<file path="src/emoji_pkg.sv">
package emoji_pkg;

  ////////////////////
  // Basic types

  // One screen coordinate, up to 1023
  typedef logic [9:0]  pixel_coord_t;

  // RGB444, red in the top nibble
  typedef logic [11:0] color_t;

  // Hold count per frame, enough for 37.5M cycles
  typedef logic [25:0] frame_cycles_t;

  typedef enum logic [1:0]
  {
    FRAME_REST,
    FRAME_OPEN,
    FRAME_GRIN,
    FRAME_LAUGH
  } frame_e;

  // Row classes passed from the decoder to the painter
  typedef logic [2:0] row_kind_t;

  localparam row_kind_t ROW_BACKGROUND  = 3'd0;
  localparam row_kind_t ROW_SKIN        = 3'd1;
  localparam row_kind_t ROW_EYES        = 3'd2;
  localparam row_kind_t ROW_MOUTH       = 3'd3;
  localparam row_kind_t ROW_TEETH       = 3'd4;
  localparam row_kind_t ROW_TEETH_SPLIT = 3'd5;

  typedef struct packed
  {
    pixel_coord_t h;
    pixel_coord_t v;
  } pixel_pos_t;

  typedef struct packed
  {
    row_kind_t    kind;
    pixel_coord_t h;
  } row_tag_t;

  ////////////////////
  // Colors

  localparam color_t COLOR_WHITE  = 12'hFFF;
  localparam color_t COLOR_YELLOW = 12'hFF0;
  localparam color_t COLOR_BLACK  = 12'h000;

  ////////////////////
  // Face geometry
  // Columns are left inclusive, right exclusive

  localparam pixel_coord_t FACE_LEFT   = 10'd324;
  localparam pixel_coord_t FACE_RIGHT  = 10'd604;
  localparam pixel_coord_t FACE_TOP    = 10'd135;
  localparam pixel_coord_t FACE_BOTTOM = 10'd414;

  localparam pixel_coord_t EYE_TOP         = 10'd205;
  localparam pixel_coord_t EYE_BOTTOM      = 10'd217;
  localparam pixel_coord_t LEFT_EYE_LEFT   = 10'd371;
  localparam pixel_coord_t LEFT_EYE_RIGHT  = 10'd383;
  localparam pixel_coord_t RIGHT_EYE_LEFT  = 10'd545;
  localparam pixel_coord_t RIGHT_EYE_RIGHT = 10'd557;

  localparam pixel_coord_t MOUTH_LEFT  = 10'd371;
  localparam pixel_coord_t MOUTH_RIGHT = 10'd557;

  // Teeth sit inside the mouth, leaving black corners
  localparam pixel_coord_t TEETH_LEFT    = 10'd378;
  localparam pixel_coord_t TEETH_RIGHT   = 10'd550;
  localparam pixel_coord_t TOOTH_WIDTH   = 10'd40;
  localparam pixel_coord_t DIVIDER_WIDTH = 10'd4;

endpackage

</file>
<file path="src/face_row_decoder.sv">
`timescale 1ns/10ps

module face_row_decoder
  import emoji_pkg::*;
(
  input  logic       clk,
  input  logic       i_rst_n,
  input  pixel_pos_t i_pos,
  input  frame_e     i_frame,
  output row_tag_t   o_tag
);

  ////////////////////
  // Mouth bands per frame
  // Each value is the first row of the next band

  // Rest, thin bar
  localparam pixel_coord_t REST_MOUTH_TOP = 10'd305;
  localparam pixel_coord_t REST_CHIN_TOP  = 10'd310;

  // Open, taller bar
  localparam pixel_coord_t OPEN_MOUTH_TOP = 10'd305;
  localparam pixel_coord_t OPEN_CHIN_TOP  = 10'd326;

  // Grin, lips around one teeth block
  localparam pixel_coord_t GRIN_LIP_TOP       = 10'd290;
  localparam pixel_coord_t GRIN_TEETH_TOP     = 10'd297;
  localparam pixel_coord_t GRIN_LOWER_LIP_TOP = 10'd325;
  localparam pixel_coord_t GRIN_CHIN_TOP      = 10'd332;

  // Laugh, two rows of teeth with a gap
  localparam pixel_coord_t LAUGH_LIP_TOP         = 10'd283;
  localparam pixel_coord_t LAUGH_UPPER_TEETH_TOP = 10'd290;
  localparam pixel_coord_t LAUGH_GAP_TOP         = 10'd310;
  localparam pixel_coord_t LAUGH_LOWER_TEETH_TOP = 10'd314;
  localparam pixel_coord_t LAUGH_LOWER_LIP_TOP   = 10'd344;
  localparam pixel_coord_t LAUGH_CHIN_TOP        = 10'd351;

  row_kind_t kind_d;
  row_kind_t kind_q;
  pixel_coord_t h_q;

  always_comb
  begin
    kind_d = ROW_SKIN;
    if (i_pos.v < FACE_TOP || i_pos.v >= FACE_BOTTOM)
      kind_d = ROW_BACKGROUND;
    else if (i_pos.v < EYE_TOP)
      kind_d = ROW_SKIN;
    else if (i_pos.v < EYE_BOTTOM)
      kind_d = ROW_EYES;
    else
    begin
      // Below the eyes only the mouth changes between frames
      case (i_frame)
        FRAME_REST:
        begin
          if (i_pos.v >= REST_MOUTH_TOP && i_pos.v < REST_CHIN_TOP)
            kind_d = ROW_MOUTH;
        end
        FRAME_OPEN:
        begin
          if (i_pos.v >= OPEN_MOUTH_TOP && i_pos.v < OPEN_CHIN_TOP)
            kind_d = ROW_MOUTH;
        end
        FRAME_GRIN:
        begin
          if (i_pos.v < GRIN_LIP_TOP)
            kind_d = ROW_SKIN;
          else if (i_pos.v < GRIN_TEETH_TOP)
            kind_d = ROW_MOUTH;
          else if (i_pos.v < GRIN_LOWER_LIP_TOP)
            kind_d = ROW_TEETH;
          else if (i_pos.v < GRIN_CHIN_TOP)
            kind_d = ROW_MOUTH;
        end
        default:
        begin
          if (i_pos.v < LAUGH_LIP_TOP)
            kind_d = ROW_SKIN;
          else if (i_pos.v < LAUGH_UPPER_TEETH_TOP)
            kind_d = ROW_MOUTH;
          else if (i_pos.v < LAUGH_GAP_TOP)
            kind_d = ROW_TEETH_SPLIT;
          else if (i_pos.v < LAUGH_LOWER_TEETH_TOP)
            kind_d = ROW_MOUTH;
          else if (i_pos.v < LAUGH_LOWER_LIP_TOP)
            kind_d = ROW_TEETH_SPLIT;
          else if (i_pos.v < LAUGH_CHIN_TOP)
            kind_d = ROW_MOUTH;
        end
      endcase
    end
  end

  always_ff @(posedge clk or negedge i_rst_n)
  begin
    if (!i_rst_n)
      kind_q <= ROW_BACKGROUND;
    else
      kind_q <= kind_d;
  end

  // Column rides along with the row class
  always_ff @(posedge clk)
  begin
    h_q <= i_pos.h;
  end

  assign o_tag = '{kind: kind_q, h: h_q};

endmodule

</file>
<file path="src/frame_fsm.sv">
`timescale 1ns/10ps

module frame_fsm
  import emoji_pkg::*;
(
  input  logic   clk,
  input  logic   i_rst_n,
  input  logic   i_frame_done,
  output frame_e o_frame
);

  frame_e frame_next;

  ////////////////////
  // Next frame in the loop

  always_comb
  begin
    case (o_frame)
      FRAME_REST:  frame_next = FRAME_OPEN;
      FRAME_OPEN:  frame_next = FRAME_GRIN;
      FRAME_GRIN:  frame_next = FRAME_LAUGH;
      default:     frame_next = FRAME_REST;
    endcase
  end

  ////////////////////
  // State register

  // Steps only on the timer pulse
  always_ff @(posedge clk or negedge i_rst_n)
  begin
    if (!i_rst_n)
      o_frame <= FRAME_REST;
    else if (i_frame_done)
      o_frame <= frame_next;
  end

endmodule

</file>
<file path="src/frame_timer.sv">
`timescale 1ns/10ps

module frame_timer
  import emoji_pkg::*;
#(
  parameter frame_cycles_t REST_CYCLES  = frame_cycles_t'(37_500_000),
  parameter frame_cycles_t OPEN_CYCLES  = frame_cycles_t'(2_500_000),
  parameter frame_cycles_t GRIN_CYCLES  = frame_cycles_t'(2_500_000),
  parameter frame_cycles_t LAUGH_CYCLES = frame_cycles_t'(37_500_000)
)
(
  input  logic   clk,
  input  logic   i_rst_n,
  input  frame_e i_frame,
  output logic   o_frame_done
);

  frame_cycles_t hold_cycles;
  frame_cycles_t count_q;

  // Hold time of the frame now on screen
  always_comb
  begin
    case (i_frame)
      FRAME_REST: hold_cycles = REST_CYCLES;
      FRAME_OPEN: hold_cycles = OPEN_CYCLES;
      FRAME_GRIN: hold_cycles = GRIN_CYCLES;
      default:    hold_cycles = LAUGH_CYCLES;
    endcase
  end

  // Last cycle of the hold
  assign o_frame_done = (count_q == hold_cycles - frame_cycles_t'(1));

  always_ff @(posedge clk or negedge i_rst_n)
  begin
    if (!i_rst_n)
      count_q <= '0;
    else if (o_frame_done)
      count_q <= '0;
    else
      count_q <= count_q + frame_cycles_t'(1);
  end

endmodule

</file>
<file path="src/happy_emoji_top.sv">
`timescale 1ns/10ps

module happy_emoji_top
  import emoji_pkg::*;
#(
  // Hold times in clock cycles, defaults for a 25 MHz pixel clock
  parameter frame_cycles_t REST_CYCLES  = frame_cycles_t'(37_500_000),
  parameter frame_cycles_t OPEN_CYCLES  = frame_cycles_t'(2_500_000),
  parameter frame_cycles_t GRIN_CYCLES  = frame_cycles_t'(2_500_000),
  parameter frame_cycles_t LAUGH_CYCLES = frame_cycles_t'(37_500_000)
)
(
  input  logic       clk,
  input  logic       i_rst_n,
  input  pixel_pos_t i_pos,
  output color_t     o_color,
  output frame_e     o_frame
);

  logic     frame_done;
  row_tag_t row_tag;

  ////////////////////
  // Animation control

  frame_timer #(
    .REST_CYCLES  (REST_CYCLES),
    .OPEN_CYCLES  (OPEN_CYCLES),
    .GRIN_CYCLES  (GRIN_CYCLES),
    .LAUGH_CYCLES (LAUGH_CYCLES)
  ) u_frame_timer (
    .clk          (clk),
    .i_rst_n      (i_rst_n),
    .i_frame      (o_frame),
    .o_frame_done (frame_done)
  );

  frame_fsm u_frame_fsm (
    .clk          (clk),
    .i_rst_n      (i_rst_n),
    .i_frame_done (frame_done),
    .o_frame      (o_frame)
  );

  ////////////////////
  // Pixel pipeline
  // Row classify, then paint, two cycles in total

  face_row_decoder u_face_row_decoder (
    .clk     (clk),
    .i_rst_n (i_rst_n),
    .i_pos   (i_pos),
    .i_frame (o_frame),
    .o_tag   (row_tag)
  );

  pixel_painter u_pixel_painter (
    .clk     (clk),
    .i_rst_n (i_rst_n),
    .i_tag   (row_tag),
    .o_color (o_color)
  );

endmodule

</file>
<file path="src/pixel_painter.sv">
`timescale 1ns/10ps

module pixel_painter
  import emoji_pkg::*;
(
  input  logic     clk,
  input  logic     i_rst_n,
  input  row_tag_t i_tag,
  output color_t   o_color
);

  // Four teeth, so three dividers between them
  localparam int NUM_TEETH = 4;

  logic   in_face;
  logic   in_eye;
  logic   in_mouth;
  logic   in_teeth;
  logic   on_divider;
  color_t color_d;

  // True on the black gap between two teeth
  function automatic logic is_divider(pixel_coord_t h);
    int   lo;
    logic hit;
    hit = 1'b0;
    for (int k = 1; k < NUM_TEETH; k++)
    begin
      lo = TEETH_LEFT + k * TOOTH_WIDTH + (k - 1) * DIVIDER_WIDTH;
      if (h >= lo && h < lo + DIVIDER_WIDTH)
        hit = 1'b1;
    end
    return hit;
  endfunction

  ////////////////////
  // Column ranges

  assign in_face    = (i_tag.h >= FACE_LEFT) && (i_tag.h < FACE_RIGHT);
  assign in_eye     = ((i_tag.h >= LEFT_EYE_LEFT) && (i_tag.h < LEFT_EYE_RIGHT)) ||
                      ((i_tag.h >= RIGHT_EYE_LEFT) && (i_tag.h < RIGHT_EYE_RIGHT));
  assign in_mouth   = (i_tag.h >= MOUTH_LEFT) && (i_tag.h < MOUTH_RIGHT);
  assign in_teeth   = (i_tag.h >= TEETH_LEFT) && (i_tag.h < TEETH_RIGHT);
  assign on_divider = is_divider(i_tag.h);

  ////////////////////
  // Color select

  always_comb
  begin
    color_d = COLOR_YELLOW;
    if (!in_face || i_tag.kind == ROW_BACKGROUND)
      color_d = COLOR_WHITE;
    else
    begin
      case (i_tag.kind)
        ROW_EYES:
          if (in_eye)
            color_d = COLOR_BLACK;
        ROW_MOUTH:
          if (in_mouth)
            color_d = COLOR_BLACK;
        ROW_TEETH, ROW_TEETH_SPLIT:
        begin
          // Mouth corners and dividers stay black
          if (in_mouth)
            color_d = COLOR_BLACK;
          if (in_teeth && !(i_tag.kind == ROW_TEETH_SPLIT && on_divider))
            color_d = COLOR_WHITE;
        end
        default:
          color_d = COLOR_YELLOW;
      endcase
    end
  end

  always_ff @(posedge clk or negedge i_rst_n)
  begin
    if (!i_rst_n)
      o_color <= COLOR_WHITE;
    else
      o_color <= color_d;
  end

endmodule
</file>
<file path="config.mk">
export PLATFORM = sky130hd
export DESIGN_NAME = happy_emoji_top
export DESIGN_NICKNAME = d
export VERILOG_FILES = /design/src/emoji_pkg.sv /design/src/face_row_decoder.sv /design/src/frame_fsm.sv /design/src/frame_timer.sv /design/src/happy_emoji_top.sv /design/src/pixel_painter.sv
export SDC_FILE = /design/constraint.sdc
export NUM_CORES = 1
export LEC_CHECK = 0
export ABC_AREA = 1
export BUFFER_PORTS_ARGS = -buffer_cell sky130_fd_sc_hd__buf_2
export CAP_MARGIN = 0
export CORE_ASPECT_RATIO = 0.75
export CORE_UTILIZATION = 55
export CTS_CLUSTER_SIZE = 8
export DETAILED_ROUTE_END_ITERATION = 12
export GPL_TIMING_DRIVEN = 0
export PLACE_DENSITY_LB_ADDON = 0.12
export SKIP_CTS_REPAIR_TIMING = 1
export SYNTH_ARGS = -nofsm -noshare
export SYNTH_HDL_FRONTEND = slang
export SYNTH_SLANG_ARGS = --single-unit
</file>
<file path="constraint.sdc">
create_clock -name clk -period 2.66 [get_ports clk]
set_input_delay 0.532 -clock clk [delete_from_list [all_inputs] [get_ports clk]]
set_output_delay 0.532 -clock clk [all_outputs]
set_load 0.01 [all_outputs]
</file>
==> results of run 1 <==
-- per-layer routing --
layer	vias up	part of all wire, %	track usage (%)
met5	-	0	0
met4	0	0.90	6.15
met3	7	6.8	5.12
met2	106	40	36.3
met1	1297	52	39.6
li1	1485	-	-
-- through the flow --
| stage | util [%] | total power [uW] | setup WS (ns) | hold WS (ns) | cell area (sq um) |
|---|---|---|---|---|---|
| 2_1_floorplan | - | 794 | 0.843 | 0.236 | 3020 |
| 3_3_place_gp | 64.4 | 853 | 0.658 | 0.493 | 3280 |
| 3_5_place_dp | 64.4 | 857 | 0.614 | 0.506 | 3280 |
| 4_1_cts | 66.1 | 1290 | 0.609 | 0.298 | 3370 |
| 5_1_grt | 66.1 | 1350 | 0.425 | 0.298 | 3370 |
| 6_report | 66.1 | 1280 | 0.597 | 0.271 | 3370 |
-- flip-flops by register name, indices dropped and copies added (netlist names) --
name                       flops
u_face_row_decoder.kind_q      3
u_frame_fsm.o_frame            2
u_frame_timer.count_q         26
u_face_row_decoder.h_q        10
u_pixel_painter.o_color        2
-- where the power goes --
part           leakage (uW)  total [uW]  switching, uW  internal, uW
Clock             0.0000494         434            245           189
Combinational       0.00109         165           99.6          65.3
Sequential         0.000522         680           13.8           666
Total               0.00166        1280            358           921
-- area by class of cell --
type / count / area [sq um] / share of cell area (%)
clock inverter: 3 / 21.3 / 0.632
sequential: 43 / 1030 / 30.5
buffer: 14 / 104 / 3.08
timing repair buffer: 34 / 170 / 5.05
inverter: 68 / 255 / 7.58
tap: 72 / 90.1 / 2.67
clock buffer: 5 / 68.8 / 2.04
multi-input combinational: 322 / 1630 / 48.4
-- path summary, 6_finish.rpt --
check                                                    from                                  end  depth (start not counted)
max in group asynchronous                             i_rst_n   u_frame_fsm.o_frame[1]$_DFFE_PN0N_                          1
max                        u_frame_fsm.o_frame[0]$_DFFE_PN0N_   u_frame_fsm.o_frame[0]$_DFFE_PN0N_                         10
max reg2reg                u_frame_fsm.o_frame[0]$_DFFE_PN0N_   u_frame_fsm.o_frame[0]$_DFFE_PN0N_                         10
min in group clk                                    i_pos[15]    u_face_row_decoder.h_q[5]$_DFF_P_                          1
min                                                   i_rst_n  u_frame_timer.count_q[24]$_DFF_PN0_                          1
min reg2reg                u_frame_timer.count_q[0]$_DFF_PN0_   u_frame_timer.count_q[0]$_DFF_PN0_                          1
-- cells in the final DEF (no fill, tap or decap), types with 2 or more instances in the layout --
cell,n
nand3b_1,2
nand2_1,118
nor3_1,14
nand2_2,2
nor2_2,3
o21ai_0,9
nor4_1,5
inv_2,5
xor2_1,18
a21oi_1,19
nand3_2,2
buf_4,11
clkbuf_8,5
dfrtp_1,31
o21bai_1,3
nand3_1,26
o211ai_1,3
inv_1,63
dfstp_2,2
xnor2_1,4
ha_1,5
nor3b_1,3
buf_2,36
nor3_2,2
nand4_1,9
nor2_4,4
nor2_1,65
inv_4,2
dfxtp_1,10
-- kinds of logic (layout without fill, tap and decap cells) --
family          Yosys count  after routing
simple gates            257            257
buf+inv                  82            124
compound gates           38             38
xor+xnor                 22             22
flops                    43             43
fa+ha+maj                 5              5
-- worst reg2reg max path, cell delays in order (launching register included) --
cell	delay, ns
dfrtp_1	0.39
inv_1	0.09
ha_1	0.36
buf_6	0.18
nor2_1	0.06
nor3b_1	0.24
nand4_1	0.16
nor2_1	0.14
buf_4	0.19
o21ai_0	0.09
o21ai_0	0.08
==> reports/metrics.cfg, run 1 <==
[cells_and_area]
finalNonFillerCells = 561
drive_above_1_share_pct = 16.0
nets = 515
antenna_cells = 0
nFillCells = 458
syn2layout_area_growth_pct = 11.6

[yosys]
synthTopCellsByArea = dfrtp_1 (26%), nand2_1 (15%), nor2_1 (8.1%)
synth.distinct_cells = 34
synth_ff_type = dfrtp_1
avgSynthCellArea_sq_um = 6.75
synthAdderAreaFrac_pct = 2.07
netlist_instances = 447
synth-edff-count = 0
yosys_warnings = 0
synth_top_area_share_pct = 25.7
yosysMostFrequentCell = nand2_1
synth_xor_area_share_pct = 6.38
ys_ff_latch = 43
syn_area_sq_um = 3020
synth_compound_area_share_pct = 7.26
synthMuxAreaShare_pct = 0
synth.yosys.seq_area_share_pct = 34.1
synth_area_leader_cell = dfrtp_1
synth_top_family_by_area = simple AND/OR/NAND/NOR gates
synth_async_sr_flop_share_pct = 76.7
syn-num-nets = 474
synth.top_cells.by_count = nand2_1 (118), nor2_1 (65), inv_1 (63)
yosys.area_share.simple_pct = 38.3

[global_route]
grt.total_usage_pct = 25.7
grt_max_degree = 34
antenna_found_initial = 0
overflow = 0
grt_pass1_vias = 2536
grt_pass1_wl_microns = 11400

[sta]
grt_setup_unrepaired = no
hold_viol = 0
setup_tns_ns = 0
setup_viol = 0
max_freq_ghz = 0.485
worstMarginPinSlew_ns = 0.718
fin_crit_ns = 2.06
period_share_pct = 77.6
maxSlewHeadroom_pct = 52.1
skew_ns = 0.00949
drv_slew = 0

[worst_setup_path]
max_stage_delay_ns = 0.39
path_max_fanout = 10
crit_chain = inv_1 > ha_1 > buf_6 > nor2_1 > nor3b_1 > nand4_1 > nor2_1 > buf_4 > o21ai_0 > o21ai_0
crit_buf_inv = 3
endpoint_kind = flop
required_ns = 2.88
cpLargestDelayFamily = simple AND/OR/NAND/NOR gates
worstPathArrival_ns = 2.29
crit_slowest_cell = dfrtp_1
ff2ff_setup_slack_ns = 0.60
critPathLaunchType = flop
worst-setup-path-type = reg2reg

[floorplan]
core_sq_um = 5090
num_rows = 22
die_y_microns = 66.2
start_util_pct = 59.3
dieArea_sq_um = 5790
ios = 36
die_w_microns = 87.5

[pwr]
peakVddDrop_uv = 199
powerDensity_nw_per_um2 = 380
leakagePower_uw = 0.00166

[placed_design]
placed_cells = 553
routabilityCongestion = 0.932
hpwl_microns = 5280
io_buffers = 34

[detailed_routing]
drtAntennaViolNets = 0
drtIter0Drc = 241
drt-wirelength-per-cell_microns = 12.1
drc_errors = 0
drt-pass1-iter-count = 6
vias_per_cell = 5.16
via_count = 2895
drt_wl_total_microns = 6790

[flow_run]
max_cap_violations = 0

[clock_network]
htreeDepth = 2
clockBufferDepth = 2
cts_tree = built
cts_buffers = 5
cts.sinks = 43
root_buffer = clkbuf_8
clkTransAtPathRegs_ns = 0.09
clk_latency_ns = 0.31

[hold_path]
hold_class = in2async

[outcome]
status = completed

Power figures use the tool's default switching activity.
==> inputs of run 2 (changes only) <==
clock period = 1.9 ns   (was 2.66 ns; I/O delays follow)
==> reports/metrics.cfg, run 2 (synthesized netlist as in run 1, its figures left out) <==
[clock_network]
clockBufferDepth = 2  ; unchanged
htreeDepth = 2  ; unchanged
root_buffer = clkbuf_8  ; unchanged
cts_tree = built  ; unchanged
cts_buffers = 5  ; unchanged
clk_latency_ns = 0.31  ; about the same
clkTransAtPathRegs_ns = 0.09  ; about the same
cts.sinks = 43  ; unchanged

[worst_setup_path]
max_stage_delay_ns = 0.40  ; was 0.39 ns
required_ns = 2.10  ; was 2.88 ns
crit_top_cell = buf_6
cpLargestDelayFamily = simple AND/OR/NAND/NOR gates  ; unchanged
crit_slowest_cell = dfrtp_1  ; unchanged
endpoint_kind = flop  ; unchanged
crit_buf_inv = 4  ; was 3
worst-setup-path-type = reg2reg  ; unchanged
path_max_fanout = 5  ; was 10
worstPathArrival_ns = 2.13  ; was 2.29 ns
crit_chain = inv_2 > ha_4 > buf_8 > nor2_1 > nor3b_2 > nand4_1 > nor2_4 > buf_6 > buf_6 > nor2_2  ; was inv_1 > ha_1 > buf_6 > nor2_1 > nor3b_1 > nand4_1 > nor2_1 > buf_4 > o21ai_0 > o21ai_0
critPathLaunchType = flop  ; unchanged

[global_route]
grt_pass1_vias = 2536  ; unchanged
overflow = 0  ; unchanged
antenna_found_initial = 0  ; unchanged
grt_max_degree = 34  ; unchanged
grt.total_usage_pct = 25.7  ; unchanged
grt_pass1_wl_microns = 11400  ; unchanged

[detailed_routing]
drtIter0Drc = 245  ; was 241
via_count = 2940  ; was 2895
drc_errors = 0  ; unchanged
drt-wirelength-per-cell_microns = 12.7  ; was 12.1 microns
drt_wl_total_microns = 7170  ; was 6790 microns
vias_per_cell = 5.20  ; was 5.16
drtAntennaViolNets = 0  ; unchanged
drt-pass1-iter-count = 5  ; was 6

[floorplan]
die_w_microns = 87.5  ; unchanged
die_y_microns = 66.2  ; unchanged
start_util_pct = 59.3  ; unchanged
dieArea_sq_um = 5790  ; unchanged
core_sq_um = 5090  ; unchanged
ios = 36  ; unchanged
num_rows = 22  ; unchanged

[placed_design]
place_area_sq_um = 3280  ; unchanged
routabilityCongestion = 0.932  ; unchanged
io_buffers = 34  ; unchanged
placed_cells = 553  ; unchanged
hpwl_microns = 5280  ; unchanged

[sta]
setup_viol = 13  ; was 0
grt_setup_unrepaired = yes  ; was no
maxSlewHeadroom_pct = 51.8  ; was 52.1%
hold_viol = 0  ; unchanged
hold_slack_ns = 0.122  ; was 0.271 ns
fin_crit_ns = 1.93  ; was 2.06 ns
setup_tns_ns = -0.113  ; was 0 ns
worstMarginPinSlew_ns = 0.722  ; was 0.718 ns
skew_ns = 0.00850  ; was 0.00949 ns
setup_ws_ns = -0.0325  ; was 0.597 ns
period_share_pct = 102  ; was 77.6%
drv_slew = 0  ; unchanged
max_freq_ghz = 0.517  ; was 0.485 GHz

[cells_and_area]
layout_commonest_cell = nand2_1  ; unchanged
reg_top3 = u_frame_timer.count_q: 26 flops, u_face_row_decoder.h_q: 10 flops, u_face_row_decoder.kind_q: 3 flops  ; unchanged
antenna_cells = 0  ; unchanged
fin_area_sq_um = 3480  ; was 3370 sq um
nets = 519  ; was 515
most-common-layout-cells = nand2_1 (118), nor2_1 (64), inv_1 (61), buf_2 (35), dfrtp_1 (31)  ; was nand2_1 (118), nor2_1 (65), inv_1 (63), buf_2 (36), dfrtp_1 (31)
top_register = u_frame_timer.count_q  ; unchanged
largest_reg_flops = 26  ; unchanged
syn2layout_area_growth_pct = 15.3  ; was 11.6%
drive_above_1_share_pct = 18.1  ; was 16.0%
finalNonFillerCells = 565  ; was 561

[outcome]
violations = negative setup slack
status = finished with violations  ; was completed

[pwr]
powerDensity_nw_per_um2 = 515  ; was 380 nW/um^2
leakagePower_uw = 0.00169  ; was 0.00166 uW
peakVddDrop_uv = 277  ; was 199 uV

[hold_path]
hold_class = in2async  ; unchanged

[flow_run]
max_cap_violations = 0  ; unchanged

run 2: power breakdown:
part           internal, uW  leakage (uW)  switching [uW]
Sequential              933      0.000522            19.3
Combinational          91.5       0.00112             140
Clock                   265     0.0000494             345
Total                  1290       0.00169             504
run 2: through the flow:
stage | total power, uW | util, % | setup WS (ns)
after floorplan | 1110 | - | 0.0828
after global placement | 1190 | 64.4 | -0.102
after detailed placement | 1200 | 64.4 | -0.146
after CTS | 1810 | 66.1 | -0.151
after global routing | 1880 | 68.3 | -0.140
final | 1790 | 68.3 | -0.0325
run 2: worst paths after layout:
check,depth (start not counted),start,endpoint,slack (ns)
worst max register to register,10,u_frame_fsm.o_frame[1]$_DFFE_PN0N_,u_frame_timer.count_q[25]$_DFF_PN0_,-0.03
max in group asynchronous,1,i_rst_n,u_frame_fsm.o_frame[1]$_DFFE_PN0N_,1.32
min in group clk,1,i_pos[15],u_face_row_decoder.h_q[5]$_DFF_P_,0.16
worst min register to register,1,u_frame_timer.count_q[14]$_DFF_PN0_,u_frame_timer.count_q[14]$_DFF_PN0_,0.55
worst min-delay path,1,i_rst_n,u_frame_timer.count_q[18]$_DFF_PN0_,0.12
worst max-delay path,10,u_frame_fsm.o_frame[1]$_DFFE_PN0N_,u_frame_timer.count_q[25]$_DFF_PN0_,-0.03
run 2: layer usage:
metal,track usage [%],up-vias,wire length (microns)
met4,6.15,0,58
met1,39.6,1317,3620
met5,0,-,0
met2,36.3,122,2950
li1,-,1494,-
met3,5.12,7,546
run 2: cell type report:
class,count,area (sq um)
Inverter,68,255
Fill cell,438,1610
Buffer,14,118
Multi-Input combinational cell,322,1680
Clock inverter,3,21.3
Sequential cell,43,1030
Clock buffer,5,68.8
Timing Repair Buffer,38,221
Tap cell,72,90.1
==> inputs of run 3 (changes only) <==
CORE_UTILIZATION = 58   (was 55)
==> reports/metrics.cfg, run 3 (synthesized netlist as in run 1, its figures left out) <==
[worst_setup_path]
required_ns = 2.12  ; was 2.10 ns
timing.rr.start = u_frame_fsm.o_frame[1]$_DFFE_PN0N_  ; unchanged
crit_buf_inv = 5  ; was 4
worst-setup-path-type = reg2reg  ; unchanged
crit_slowest_cell = dfrtp_1  ; unchanged
path_max_fanout = 6  ; was 5
crit_chain = inv_2 > ha_4 > buf_8 > buf_8 > inv_4 > nand2_2 > nand3_2 > nor3_2 > nand2_1 > nor2_4 > buf_6 > o21ai_2 > o21ai_1  ; was inv_2 > ha_4 > buf_8 > nor2_1 > nor3b_2 > nand4_1 > nor2_4 > buf_6 > buf_6 > nor2_2
r2r_end = u_frame_fsm.o_frame[0]$_DFFE_PN0N_  ; was u_frame_timer.count_q[25]$_DFF_PN0_
critPathLaunchType = flop  ; unchanged
reg2reg_depth = 13  ; was 10
ff2ff_setup_slack_ns = -0.10  ; was -0.03 ns
max_stage_delay_ns = 0.40  ; about the same
worstPathArrival_ns = 2.22  ; was 2.13 ns
cpLargestDelayFamily = simple AND/OR/NAND/NOR gates  ; unchanged
crit_top_cell = buf_8  ; was buf_6
endpoint_kind = flop  ; unchanged

[detailed_routing]
drt-pass1-iter-count = 5  ; unchanged
drtAntennaViolNets = 0  ; unchanged
vias_per_cell = 5.35  ; was 5.20
drt_wl_total_microns = 7160  ; was 7170 microns
drc_errors = 0  ; unchanged
drtIter0Drc = 191  ; was 245
via_count = 2993  ; was 2940
drt-wirelength-per-cell_microns = 12.8  ; was 12.7 microns

[flow_run]
max_cap_violations = 0  ; unchanged

[cells_and_area]
drive_above_1_share_pct = 20.4  ; was 18.1%
largest_reg_flops = 26  ; unchanged
top_register = u_frame_timer.count_q  ; unchanged
nets = 525  ; was 519
reg_top3 = u_frame_timer.count_q: 26 flops, u_face_row_decoder.h_q: 10 flops, u_face_row_decoder.kind_q: 3 flops  ; unchanged
antenna_cells = 0  ; unchanged
most-common-layout-cells = nand2_1 (115), nor2_1 (64), inv_1 (61), buf_2 (35), dfrtp_1 (31)  ; was nand2_1 (118), nor2_1 (64), inv_1 (61), buf_2 (35), dfrtp_1 (31)
syn2layout_area_growth_pct = 17.0  ; was 15.3%
layout_commonest_cell = nand2_1  ; unchanged
final_util_pct = 71.3  ; was 68.3%

[pwr]
leakagePower_uw = 0.00174  ; was 0.00169 uW
peakVddDrop_uv = 313  ; was 277 uV
p_total_uw = 1840  ; was 1790 uW
powerDensity_nw_per_um2 = 520  ; was 515 nW/um^2

[sta]
hold_slack_ns = 0.137  ; was 0.122 ns
maxSlewHeadroom_pct = 52.1  ; was 51.8%
max_freq_ghz = 0.500  ; was 0.517 GHz
period_share_pct = 105  ; was 102%
skew_ns = 0.00546  ; was 0.00850 ns
hold_viol = 0  ; unchanged
worstMarginPinSlew_ns = 0.719  ; was 0.722 ns
setup_ws_ns = -0.101  ; was -0.0325 ns
setup_viol = 18  ; was 13
drv_slew = 0  ; unchanged
grt_setup_unrepaired = yes  ; unchanged
fin_crit_ns = 2.00  ; was 1.93 ns
setup_tns_ns = -1.29  ; was -0.113 ns

[clock_network]
cts_tree = built  ; unchanged
cts.sinks = 43  ; unchanged
htreeDepth = 2  ; unchanged
root_buffer = clkbuf_8  ; unchanged
clockBufferDepth = 2  ; unchanged
clkTransAtPathRegs_ns = 0.08  ; was 0.09 ns
clk_latency_ns = 0.29  ; was 0.31 ns
cts_buffers = 5  ; unchanged

[floorplan]
start_util_pct = 60.9  ; was 59.3%
ios = 36  ; unchanged
num_rows = 22  ; unchanged
core_sq_um = 4950  ; was 5090 sq um
dieArea_sq_um = 5500  ; was 5790 sq um
die_w_microns = 85.3  ; was 87.5 microns
die_y_microns = 64.5  ; was 66.2 microns

[placed_design]
io_buffers = 34  ; unchanged
dp_slack_ns = -0.186  ; was -0.146 ns
hpwl_microns = 5290  ; was 5280 microns
routabilityCongestion = 0.971  ; was 0.932

[outcome]
violations = negative setup slack  ; unchanged
status = finished with violations  ; unchanged

[hold_path]
hold_class = in2async  ; unchanged

[global_route]
grt_max_degree = 34  ; unchanged
grt.total_usage_pct = 26.9  ; was 25.7%
grt_pass1_wl_microns = 11600  ; was 11400 microns
antenna_found_initial = 0  ; unchanged
overflow = 0  ; unchanged
grt_pass1_vias = 2541  ; was 2536

==> run 3: worst max-delay path by stage <==
stage | startpoint | to | slack, ns | cells past startpoint
3_5_place_dp | u_frame_fsm.o_frame[1]$_DFFE_PN0N_ | u_frame_timer.count_q[18]$_DFF_PN0_ | -0.19 | 11
5_1_grt | u_frame_fsm.o_frame[1]$_DFFE_PN0N_ | u_frame_fsm.o_frame[0]$_DFFE_PN0N_ | -0.19 | 13
6_report | u_frame_fsm.o_frame[1]$_DFFE_PN0N_ | u_frame_fsm.o_frame[0]$_DFFE_PN0N_ | -0.10 | 13
2_1_floorplan | u_frame_fsm.o_frame[0]$_DFFE_PN0N_ | u_frame_fsm.o_frame[0]$_DFFE_PN0N_ | 0.08 | 11
4_1_cts | u_frame_fsm.o_frame[0]$_DFFE_PN0N_ | u_frame_fsm.o_frame[0]$_DFFE_PN0N_ | -0.22 | 12
3_3_place_gp | u_frame_fsm.o_frame[1]$_DFFE_PN0N_ | u_frame_fsm.o_frame[0]$_DFFE_PN0N_ | -0.17 | 12
==> run 3: cell type report <==
| cell class | instances | area [sq um] |
|---|---|---|
| multi-input cells | 322 | 1700 |
| fillers | 441 | 1420 |
| repair buffers | 44 | 253 |
| flip-flops and latches | 43 | 1030 |
| inverters | 68 | 258 |
| well taps | 60 | 75.1 |
| plain buffers | 14 | 118 |
| clock inverters | 1 | 6.26 |
| clock buffers | 7 | 96.3 |
==> run 3: through the flow <==
step	std cells	instance area, sq um
global placement	541	3260
finish	559	3530
detailed placement	541	3260
floorplan	447	3020
CTS	549	3370
global route	559	3530
==> run 3: power breakdown <==
group	internal, uW	switching (uW)
Combinational	91.5	141
Clock	332	321
Sequential	933	18.7
Total	1360	480
==> run 3: layer usage <==
layer | GRT usage (%) | up-vias | part of all wire [%] | wire [microns]
li1 | - | 1505 | - | -
met1 | 42.1 | 1350 | 50 | 3600
met2 | 37.5 | 133 | 41 | 2940
met3 | 5.61 | 5 | 8.2 | 586
met4 | 6.46 | 0 | 0.61 | 44
met5 | 0 | - | 0 | 0
